File: src/logic/ycr_router_pkg.sv
//////////////////////////////////////////////////////////////////////
// Memory router shared definitions
//////////////////////////////////////////////////////////////////////

`default_nettype none

package ycr_router_pkg;

    // Requester count: two cores, imem and dmem port each
    localparam int unsigned n_req     = 4;
    localparam int unsigned req_idx_w = $clog2(n_req);

    // Field widths
    localparam int unsigned tid_w   = 3;
    localparam int unsigned awidth  = 32;
    localparam int unsigned dwidth  = 32;
    localparam int unsigned bsize   = 8;
    localparam int unsigned width_w = 2;

    // Target response codes, rdy_lok flags the last beat of a burst
    typedef enum logic [1:0] {
        resp_notrdy = 2'd0,
        resp_rdy_ok = 2'd1,
        resp_rdy_er = 2'd2,
        resp_rdy_lok = 2'd3
    } mem_resp_e;

    typedef logic [req_idx_w-1:0] req_idx_t;

    // Request payload, 75 bits
    typedef struct packed {
        logic               cmd;
        logic [width_w-1:0] width;
        logic [awidth-1:0]  addr;
        logic [bsize-1:0]   bl;
        logic [dwidth-1:0]  wdata;
    } mem_req_t;

endpackage : ycr_router_pkg

`default_nettype wire

File: src/logic/router_grant_if.sv
//////////////////////////////////////////////////////////////////////
// Grant and target status bundle
//////////////////////////////////////////////////////////////////////

`default_nettype none

interface router_grant_if;

    // Grant from the arbiter
    logic                     gnt_vld;
    ycr_router_pkg::req_idx_t gnt_idx;

    // Target status back to the arbiter
    logic                     tgt_req_ack;
    logic                     tgt_lack;

    modport arb       (output gnt_vld, gnt_idx, input tgt_req_ack, tgt_lack);
    modport req_path  (input gnt_vld, gnt_idx);
    modport resp_path (input gnt_vld, gnt_idx, output tgt_req_ack, tgt_lack);

endinterface : router_grant_if

`default_nettype wire

File: src/logic/router_rr_pointer.sv
//////////////////////////////////////////////////////////////////////
// Round-robin priority pointer
//////////////////////////////////////////////////////////////////////

`default_nettype none

module router_rr_pointer (
    input  logic                              clk,
    input  logic                              rst_n,
    input  logic [ycr_router_pkg::n_req-1:0]  req_hit,
    input  logic                              advance,
    output ycr_router_pkg::req_idx_t          winner,
    output logic                              any_hit
);
    import ycr_router_pkg::*;

    // Highest priority position
    req_idx_t ptr;

    assign any_hit = |req_hit;

    // Search from ptr upward, wrapping at n_req
    always_comb begin
        int unsigned cand;
        logic        found;
        found  = 1'b0;
        winner = ptr;
        for (int unsigned off = 0; off < n_req; off++) begin
            cand = (32'(ptr) + off) % n_req;
            if (!found && req_hit[cand]) begin
                found  = 1'b1;
                winner = req_idx_t'(cand);
            end
        end
    end

    // Next search starts just past the last winner
    always_ff @(posedge clk or negedge rst_n) begin
        if (!rst_n) begin
            ptr <= '0;
        end else if (advance) begin
            ptr <= (winner == req_idx_t'(n_req - 1)) ? '0 : winner + 1'b1;
        end
    end

endmodule : router_rr_pointer

`default_nettype wire

File: src/logic/router_arb_fsm.sv
//////////////////////////////////////////////////////////////////////
// Grant FSM with burst lock
//////////////////////////////////////////////////////////////////////

`default_nettype none

module router_arb_fsm (
    input  logic                              clk,
    input  logic                              rst_n,
    input  logic [ycr_router_pkg::n_req-1:0]  req_hit,
    router_grant_if.arb                       grant
);
    import ycr_router_pkg::*;

    typedef enum logic [1:0] {
        st_idle,
        st_wait_ack,
        st_burst
    } arb_state_e;

    arb_state_e state;
    logic       gnt_vld;
    req_idx_t   gnt_idx;
    req_idx_t   winner;
    logic       any_hit;
    logic       advance;

    router_rr_pointer u_rr_pointer (
        .clk     (clk),
        .rst_n   (rst_n),
        .req_hit (req_hit),
        .advance (advance),
        .winner  (winner),
        .any_hit (any_hit)
    );

    // One pointer step per new grant
    assign advance = (state == st_idle) && any_hit;

    //////////////////////////////////////////////////////////////////////
    // State and grant registers
    //////////////////////////////////////////////////////////////////////
    always_ff @(posedge clk or negedge rst_n) begin
        if (!rst_n) begin
            state   <= st_idle;
            gnt_vld <= 1'b0;
            gnt_idx <= '0;
        end else begin
            case (state)
                st_idle: begin
                    if (any_hit) begin
                        gnt_idx <= winner;
                        gnt_vld <= 1'b1;
                        state   <= st_wait_ack;
                    end
                end
                st_wait_ack: begin
                    // Last beat may come with the accept itself
                    if (grant.tgt_lack) begin
                        gnt_vld <= 1'b0;
                        state   <= st_idle;
                    end else if (grant.tgt_req_ack) begin
                        state <= st_burst;
                    end
                end
                st_burst: begin
                    if (grant.tgt_lack) begin
                        gnt_vld <= 1'b0;
                        state   <= st_idle;
                    end
                end
                default: state <= st_idle;
            endcase
        end
    end

    assign grant.gnt_vld = gnt_vld;
    assign grant.gnt_idx = gnt_idx;

endmodule : router_arb_fsm

`default_nettype wire

File: src/logic/router_req_select.sv
//////////////////////////////////////////////////////////////////////
// Target id filter and request mux
//////////////////////////////////////////////////////////////////////

`default_nettype none

module router_req_select (
    input  logic [ycr_router_pkg::tid_w-1:0]                             target_id,
    input  logic [ycr_router_pkg::n_req-1:0]                             req,
    input  logic [ycr_router_pkg::n_req-1:0][ycr_router_pkg::tid_w-1:0] tid,
    input  ycr_router_pkg::mem_req_t [ycr_router_pkg::n_req-1:0]         req_pl,
    router_grant_if.req_path                                              grant,
    output logic [ycr_router_pkg::n_req-1:0]                             req_hit,
    output logic                                                          core_req,
    output ycr_router_pkg::mem_req_t                                      core_pl
);
    import ycr_router_pkg::*;

    //////////////////////////////////////////////////////////////////////
    // Request filter
    //////////////////////////////////////////////////////////////////////

    // Only requests aimed at this target take part
    always_comb begin
        for (int unsigned i = 0; i < n_req; i++) begin
            req_hit[i] = req[i] && (tid[i] == target_id);
        end
    end

    //////////////////////////////////////////////////////////////////////
    // Payload mux
    //////////////////////////////////////////////////////////////////////

    // Granted requester onto the target port, zero when idle
    always_comb begin
        if (grant.gnt_vld) begin
            core_req = req_hit[grant.gnt_idx];
            core_pl  = req_pl[grant.gnt_idx];
        end else begin
            core_req = 1'b0;
            core_pl  = '0;
        end
    end

endmodule : router_req_select

`default_nettype wire

File: src/logic/router_resp_route.sv
//////////////////////////////////////////////////////////////////////
// Response demux
//////////////////////////////////////////////////////////////////////

`default_nettype none

module router_resp_route (
    input  logic                                                          core_req_ack,
    input  logic [ycr_router_pkg::dwidth-1:0]                             core_rdata,
    input  ycr_router_pkg::mem_resp_e                                     core_resp,
    router_grant_if.resp_path                                             grant,
    output logic [ycr_router_pkg::n_req-1:0]                              req_ack,
    output logic [ycr_router_pkg::n_req-1:0]                              lack,
    output logic [ycr_router_pkg::n_req-1:0][ycr_router_pkg::dwidth-1:0] rdata,
    output logic [ycr_router_pkg::n_req-1:0][1:0]                         resp
);
    import ycr_router_pkg::*;

    logic last_beat;

    // Last beat of burst ends the grant
    assign last_beat         = (core_resp == resp_rdy_lok);
    assign grant.tgt_lack    = last_beat;
    assign grant.tgt_req_ack = core_req_ack;

    // Only the granted requester sees the target
    // Requesters do not decode last ack, so resp[1] is held low
    always_comb begin
        logic sel;
        for (int unsigned i = 0; i < n_req; i++) begin
            sel        = grant.gnt_vld && (grant.gnt_idx == req_idx_t'(i));
            req_ack[i] = sel && core_req_ack;
            lack[i]    = sel && last_beat;
            rdata[i]   = sel ? core_rdata : '0;
            resp[i]    = sel ? {1'b0, core_resp[0]} : 2'b00;
        end
    end

endmodule : router_resp_route

`default_nettype wire

File: src/logic/ycr_mem_router.sv
//////////////////////////////////////////////////////////////////////
// Memory request router top
//////////////////////////////////////////////////////////////////////

`default_nettype none

module ycr_mem_router (
    input  logic                                                          clk,
    input  logic                                                          rst_n,
    input  logic [ycr_router_pkg::tid_w-1:0]                              target_id,

    // Requester side, one slice per requester
    input  logic [ycr_router_pkg::n_req-1:0]                              req,
    input  logic [ycr_router_pkg::n_req-1:0][ycr_router_pkg::tid_w-1:0]   tid,
    input  logic [ycr_router_pkg::n_req-1:0]                              cmd,
    input  logic [ycr_router_pkg::n_req-1:0][ycr_router_pkg::width_w-1:0] width,
    input  logic [ycr_router_pkg::n_req-1:0][ycr_router_pkg::awidth-1:0]  addr,
    input  logic [ycr_router_pkg::n_req-1:0][ycr_router_pkg::bsize-1:0]   bl,
    input  logic [ycr_router_pkg::n_req-1:0][ycr_router_pkg::dwidth-1:0]  wdata,
    output logic [ycr_router_pkg::n_req-1:0]                              req_ack,
    output logic [ycr_router_pkg::n_req-1:0]                              lack,
    output logic [ycr_router_pkg::n_req-1:0][ycr_router_pkg::dwidth-1:0]  rdata,
    output logic [ycr_router_pkg::n_req-1:0][1:0]                         resp,

    // Target side
    output logic                                                          core_req,
    output logic                                                          core_cmd,
    output logic [ycr_router_pkg::width_w-1:0]                            core_width,
    output logic [ycr_router_pkg::awidth-1:0]                             core_addr,
    output logic [ycr_router_pkg::bsize-1:0]                              core_bl,
    output logic [ycr_router_pkg::dwidth-1:0]                             core_wdata,
    input  logic                                                          core_req_ack,
    input  logic [ycr_router_pkg::dwidth-1:0]                             core_rdata,
    input  logic [1:0]                                                    core_resp
);
    import ycr_router_pkg::*;

    mem_req_t [n_req-1:0] req_pl;
    mem_req_t             core_pl;
    logic [n_req-1:0]     req_hit;
    mem_resp_e            core_resp_e;

    router_grant_if u_grant_if ();

    // Pack per-field inputs into payload structs
    always_comb begin
        for (int unsigned i = 0; i < n_req; i++) begin
            req_pl[i].cmd   = cmd[i];
            req_pl[i].width = width[i];
            req_pl[i].addr  = addr[i];
            req_pl[i].bl    = bl[i];
            req_pl[i].wdata = wdata[i];
        end
    end

    assign core_resp_e = mem_resp_e'(core_resp);

    //////////////////////////////////////////////////////////////////////
    // Arbiter, request path, response path
    //////////////////////////////////////////////////////////////////////
    router_arb_fsm u_arb_fsm (
        .clk     (clk),
        .rst_n   (rst_n),
        .req_hit (req_hit),
        .grant   (u_grant_if.arb)
    );

    router_req_select u_req_select (
        .target_id (target_id),
        .req       (req),
        .tid       (tid),
        .req_pl    (req_pl),
        .grant     (u_grant_if.req_path),
        .req_hit   (req_hit),
        .core_req  (core_req),
        .core_pl   (core_pl)
    );

    router_resp_route u_resp_route (
        .core_req_ack (core_req_ack),
        .core_rdata   (core_rdata),
        .core_resp    (core_resp_e),
        .grant        (u_grant_if.resp_path),
        .req_ack      (req_ack),
        .lack         (lack),
        .rdata        (rdata),
        .resp         (resp)
    );

    // Muxed payload out to the target pins
    assign core_cmd   = core_pl.cmd;
    assign core_width = core_pl.width;
    assign core_addr  = core_pl.addr;
    assign core_bl    = core_pl.bl;
    assign core_wdata = core_pl.wdata;

endmodule : ycr_mem_router

`default_nettype wire

File: config.mk
export PLATFORM = sky130hd
export DESIGN_NAME = ycr_mem_router
export DESIGN_NICKNAME = d
export VERILOG_FILES = /design/src/logic/ycr_router_pkg.sv /design/src/logic/router_grant_if.sv /design/src/logic/router_rr_pointer.sv /design/src/logic/router_arb_fsm.sv /design/src/logic/router_req_select.sv /design/src/logic/router_resp_route.sv /design/src/logic/ycr_mem_router.sv
export SDC_FILE = /design/constraint.sdc
export NUM_CORES = 1
export LEC_CHECK = 0
export BUFFER_PORTS_ARGS = -buffer_cell sky130_fd_sc_hd__buf_2
export CAP_MARGIN = 20
export CORE_AREA = 2 2 227 229
export DETAILED_ROUTE_END_ITERATION = 16
export DIE_AREA = 0 0 229 231
export RECOVER_POWER = 50
export SLEW_MARGIN = 20
export SYNTH_ARGS = -nofsm -noshare
export SYNTH_HDL_FRONTEND = slang
export SYNTH_SLANG_ARGS = --single-unit
File: constraint.sdc
create_clock -name clk -period 2.5 [get_ports clk]
set_input_delay 0.5 -clock clk [delete_from_list [all_inputs] [get_ports clk]]
set_output_delay 0.5 -clock clk [all_outputs]
set_load 0.03 [all_outputs]
=== Word level (Yosys, flattened, before mapping) ===
Index checks and enable logic that the tools add are counted.

* Flip-flop bits (word level): 7
* Output and inout port bits: 220
* Word-level logic and storage cells: 96

* Add/sub/neg operators: 4
* Magnitude comparators: 5
* Equality and inequality tests: 15
* Mux-type cells: 37
* Reduce and logical (&&, ||, !) cells: 31

{| class="wikitable"
|+ Operators by type and width
! cell !! count
|-
| 75-bit binary-select mux with 2-bit select || 1
|-
| 75-bit two-way mux || 2
|-
| 32-bit two-way mux || 4
|-
| 1-bit logical AND || 20
|-
| 2-bit two-way mux || 8
|-
| 2-bit by 3-bit < comparator with 1-bit output (second input constant) || 5
|-
| 1-bit two-way mux || 15
|-
| 3-bit equality test || 4
|-
| 1-bit binary-select mux with 2-bit select || 5
|-
| 2-bit equality test (second input constant) || 5
|-
| 2-bit by 1-bit inequality test with 1-bit output (second input constant) || 3
|-
| 2-bit one-hot mux with 3 select lines || 1
|-
| 3-bit AND reduction || 2
|-
| 2-bit by 1-bit adder with 2-bit output (second input constant) || 2
|-
| 2-bit adder (second input constant) || 2
|-
| 2-bit by 1-bit equality test with 1-bit output (second input constant) || 2
|-
| 2-bit logical NOT || 2
|-
| 4-bit OR reduction || 1
|-
| 1-bit logical NOT || 3
|-
| 3-bit by 2-bit inequality test with 1-bit output (second input constant) || 1
|-
| 1-bit one-hot mux with 2 select lines || 1
|-
| 2-bit AND reduction || 1
|-
| 2-bit nonzero test || 1
|-
| 2-bit OR reduction || 1
|}

=== Depth between registers and ports, before layout ===
* Depth in word-level cells: 16
* Mapped depth: 7
* Gate-level depth less buffers: 6

=== Modules after synthesis ===
From an unflattened synthesis, not the netlist that was laid out.

* Cell total of the unflattened synthesis: 464
* Area, all modules: 4,018.9 sq um

{| class="wikitable"
|+ Modules (own cells, without submodules)
! module !! instances !! cells each !! area an instance (sq um)
|-
| router_req_select || 1 || 200 || 2,543.7
|-
| router_resp_route || 1 || 202 || 909.6
|-
| router_arb_fsm || 1 || 27 || 305.3
|-
| router_rr_pointer || 1 || 35 || 260.2
|}

=== Worst setup path before layout ===
OpenSTA, ideal clock, no wires.

* Kind: in2out
* From: input target_id[0] (netlist bit)
* To: output core_req
* Arrival time: 1,804 ps
* Required time: 2,000 ps
* Slack: 196 ps
* Stages: 6
* Buffers on the path: 2
* Cells stage by stage: buf_4 -> xnor2_1 -> and4_1 -> buf_6 -> mux4_1 -> and2_1

* Cells in the longest elaborated chain, start to end: 5

{| class="wikitable"
|+ Ends and longest elaborated chain
! what !! RTL line !! source
|-
| from (decl) || ycr_mem_router.sv:10 || <nowiki>input logic [ycr_router_pkg::tid_w-1:0] target_id,</nowiki>
|-
| 3-bit equality test || router_req_select.sv:26 || <nowiki>req_hit[i] = req[i] && (tid[i] == target_id);</nowiki>
|-
| 1-bit logical AND || router_req_select.sv:26 ||
|-
| 1-bit binary-select mux with 2-bit select (*) || router_req_select.sv:37 || <nowiki>core_req = req_hit[grant.gnt_idx];</nowiki>
|-
| 1-bit two-way mux (implied by the code) (*) || router_req_select.sv:37 ||
|-
| 1-bit two-way mux (*) || router_req_select.sv:36 || <nowiki>if (grant.gnt_vld) begin</nowiki>
|-
| to (decl) || ycr_mem_router.sv:26 || <nowiki>output logic core_req,</nowiki>
|}

Mark *: on every way between the ends. The rest lies on a longest branch, timed or not. The select of a mux whose other input is x is not followed.

=== Worst setup path in the final report ===
* From: register u_arb_fsm.gnt_idx[0] (netlist: u_arb_fsm.grant.gnt_idx[0])
* To: output core_addr[25] (netlist bit)

* Cells in the longest elaborated chain, start to end: 3

{| class="wikitable"
|+ Ends and longest elaborated chain
! what !! RTL line !! source
|-
| from (decl) || router_arb_fsm.sv:23 || <nowiki>req_idx_t gnt_idx;</nowiki>
|-
| from (signal assigned) || router_arb_fsm.sv:52 || <nowiki>gnt_idx <= winner;</nowiki>
|-
| 75-bit binary-select mux with 2-bit select || router_req_select.sv:38 || <nowiki>core_pl = req_pl[grant.gnt_idx];</nowiki>
|-
| 75-bit two-way mux (implied by the code) || router_req_select.sv:38 ||
|-
| 75-bit two-way mux || router_req_select.sv:36 ||
|-
| to (decl) || ycr_mem_router.sv:29 || <nowiki>output logic [ycr_router_pkg::awidth-1:0] core_addr,</nowiki>
|}

Every way passes these cells. The select of a mux whose other input is x is not followed.

==> metrics.csv <==
stage,metric,value,unit
setup_path,CP Capture Type,output port,
clock_network,CTS H-tree depth,1,
place,Final Wtd Congestion,0.799,
global_routing,pin count of the biggest net entering global routing,54,
clock_network,CTS tree,yes,
sta,Worst Tran Pin Value,762,ps
clock_network,CTS buffer count,3,
die,IO Count,576,
final_layout,Area Overhead vs Synth,96.8,%
setup_path,CP max-delay cell,mux4_2,
yosys,Synth Cell Area,3970,sq um
yosys,xor/xnor share of the synthesized area,2.65,%
setup_path,R2R setup slack,990,ps
route,wire per inst,16.7,microns
setup_path,CP max stage delay,500,ps
setup_path,"Top cell by count, worst path",buf_12,
power_and_ir_drop,Worst VDD drop,0.000444,V
sta,final setup fails,0,
run,Max Cap Viol,0,
yosys,Synth Area in Adders,1.26,%
setup_path,worst reg2reg path depth,5,
yosys,cells after synthesis,414,
worst_hold_path,Hold Crit Class,input pin to asynchronous set/reset pin,
final_layout,Fill cells,5838,
clock_network,Root Driver,clkbuf_16,
final_layout,"commonest non-fill, non-tap cell in the layout",buf_2,
clock_network,Bufs on Longest Clock Path,2,
clock_network,clk sinks,7,
global_routing,gr usage total,9.62,%
sta,Setup TNS Final,0,ps
yosys,synthesized flop and latch total,7,
route,DRT Pass-1 Iters,4,
clock_network,Post-CTS Hold Buffers,0,
sta,clock skew,1.78,ps
setup_path,CP top delay family,buffers and inverters,
sta,Final Hold Viols,0,
yosys,syn_area_per_cell,9.59,sq um
yosys,largest family of logic cells by synthesized area,multiplexers,
setup_path,worst endpoint required time,2000,ps
yosys,number of synthesized flops with an enable pin,0,
sta,period utilization,97.0,%
global_routing,vias in the first global route,5760,
final_layout,most frequent cells in the layout,"buf_2 (487), and2_1 (210), clkbuf_2 (84)",
yosys,synth warn,0,
sta,Final min period,2420,ps
setup_path,Worst Setup Path Type,flop to output port,
route,Routed WL,27500,microns
run_status,run status,"finished, final reports clean",
setup_path,Buf/Inv on CP,3,
sta,Slew Limit Fails,0,
route,Final ANT Viol Nets,0,
final_layout,Layout Nets,1327,
route,Vias/cell,3.41,
global_routing,gr ovfl total,0,
die,site row count,83,
global_routing,first-pass GRT wire length,37300,microns
power_and_ir_drop,Leak,3.89,nW
clock_network,worst-skew pair later-pin latency,230,ps
route,Initial DRC Count,127,
die,die area,52900,sq um
sta,worst rel slew slack,48.5,%
clock_network,clk slew on worst S/H paths,40,ps
die,core area,50700,sq um
setup_path,CP Data Arrival Time,1920,ps
route,DR DRC count,0,
sta,RSZ-0062 raised after global routing,no,
yosys,Compound-Gate Fraction of Synth Area,4.41,%
yosys,Cell variety after synth,37,
setup_path,R2R Path End,u_arb_fsm.u_rr_pointer.ptr[0],
sta,Final WS setup,75.5,ps
sta,Max Freq,412,MHz
die,Starting Density,7.84,%
setup_path,worst-path fanout max,19,
route,Via Count,5632,
final_layout,layout cells sized above 1,70.0,%
yosys,Post-Synth Simple-Gate Area,37.1,%
die,die width,229,microns
yosys,dominant synthesized flop cell,dfrtp_1,
place,"worst slack, placed",67.9,ps
yosys,"Seq/Total Area, Yosys",4.41,%
place,DP Wirelength,25100,microns
setup_path,CP Launch Type,flop,
power_and_ir_drop,total power,8.49,mW
power_and_ir_drop,P per Cell Area,1090,nW/um^2
setup_path,cells along the critical path,buf_12 -> buf_12 -> mux4_2 -> and2_1 -> buf_2,
place,port buffer count,571,
setup_path,reg2reg start,u_arb_fsm.state[0],
yosys,Post-synth ARST share,100,%
global_routing,initial antenna violation count,19,
yosys,post-synthesis mux area share,43.4,%
die,chip height,231,microns
-- cell usage after synthesis, types with 4 or more instances --
library cell | count | area (sq um)
a21oi_1 | 5 | 25.0
dfrtp_1 | 7 | 175
nand2_1 | 7 | 26.3
mux4_2 | 75 | 1690
inv_1 | 4 | 15.0
buf_1 | 5 | 18.8
o21ai_0 | 4 | 20.0
and2_1 | 210 | 1310
clkbuf_1 | 25 | 93.8
buf_4 | 6 | 45.0
xnor2_1 | 12 | 105
ha_1 | 4 | 50.1
nor3_1 | 4 | 20.0
buf_2 | 11 | 55.1
-- cells by family after synthesis --
family,count (synthesis)
multiplexers,77
adder cells (fa/ha/maj),4
buffers and inverters,54
AO/OA/AOI/OAI,23
flip-flops,7
AND/OR/NAND/NOR,236
other,1
XOR/XNOR,12
-- what timing repair did --
item / CTS / global route
resized for setup: 0 / 1
setup buffers: 0 / 0
hold endpoints to repair: 0 / 0
endpoints found under the setup margin: 0 / 4
-- power breakdown --
group | switching [mW] | internal (mW)
combinational | 4.92 | 3.02
clock | 0.0598 | 0.212
sequential | 0.115 | 0.173
total | 5.09 | 3.40
-- area by class of cell --
class	instances	area, sq um	share of cell area [%]
multi-input combinational	356	3530	45.1
timing repair buffer	595	3140	40.2
tap	680	851	10.9
sequential	7	184	2.35
clock buffer	4	78.8	1.01
antenna	7	17.5	0.224
inverter	4	15.0	0.192
-- per-stage QoR --
| step | utilization, % | cell area (sq um) | cells | hold slack (ps) |
|---|---|---|---|---|
| after floorplan | - | 3980 | 417 | 204 |
| after global placement | 15.3 | 7770 | 1642 | 370 |
| after detailed placement | 15.3 | 7770 | 1642 | 369 |
| after CTS | 15.5 | 7850 | 1646 | 126 |
| after global routing | 15.4 | 7810 | 1650 | 256 |
| final | 15.4 | 7820 | 1653 | 214 |
-- worst max path at each step --
stage                                           from             end  cells after the start
after floorplan                         target_id[0]        core_req                      6
after global placement                  target_id[1]        core_req                      6
after detailed placement                target_id[1]        core_req                      6
after CTS                 u_arb_fsm.grant.gnt_idx[0]  core_wdata[25]                      5
after global routing      u_arb_fsm.grant.gnt_idx[0]   core_addr[25]                      5
final                     u_arb_fsm.grant.gnt_idx[0]   core_addr[25]                      5
-- sequential cells by signal, summed over array words and instances (netlist names) --
signal	flops
u_arb_fsm.grant.gnt_vld	1
u_arb_fsm.state	2
u_arb_fsm.u_rr_pointer.ptr	2
u_arb_fsm.grant.gnt_idx	2
-- layer usage --
layer  GRT usage (%)  wire, microns  share of wire (%)
met5               0             60               0.22
met4            2.46            689                2.5
met3            4.98           3620                 13
met2            17.0          13400                 48
met1            10.0           9830                 36
(Power assumes the default switching activity.)
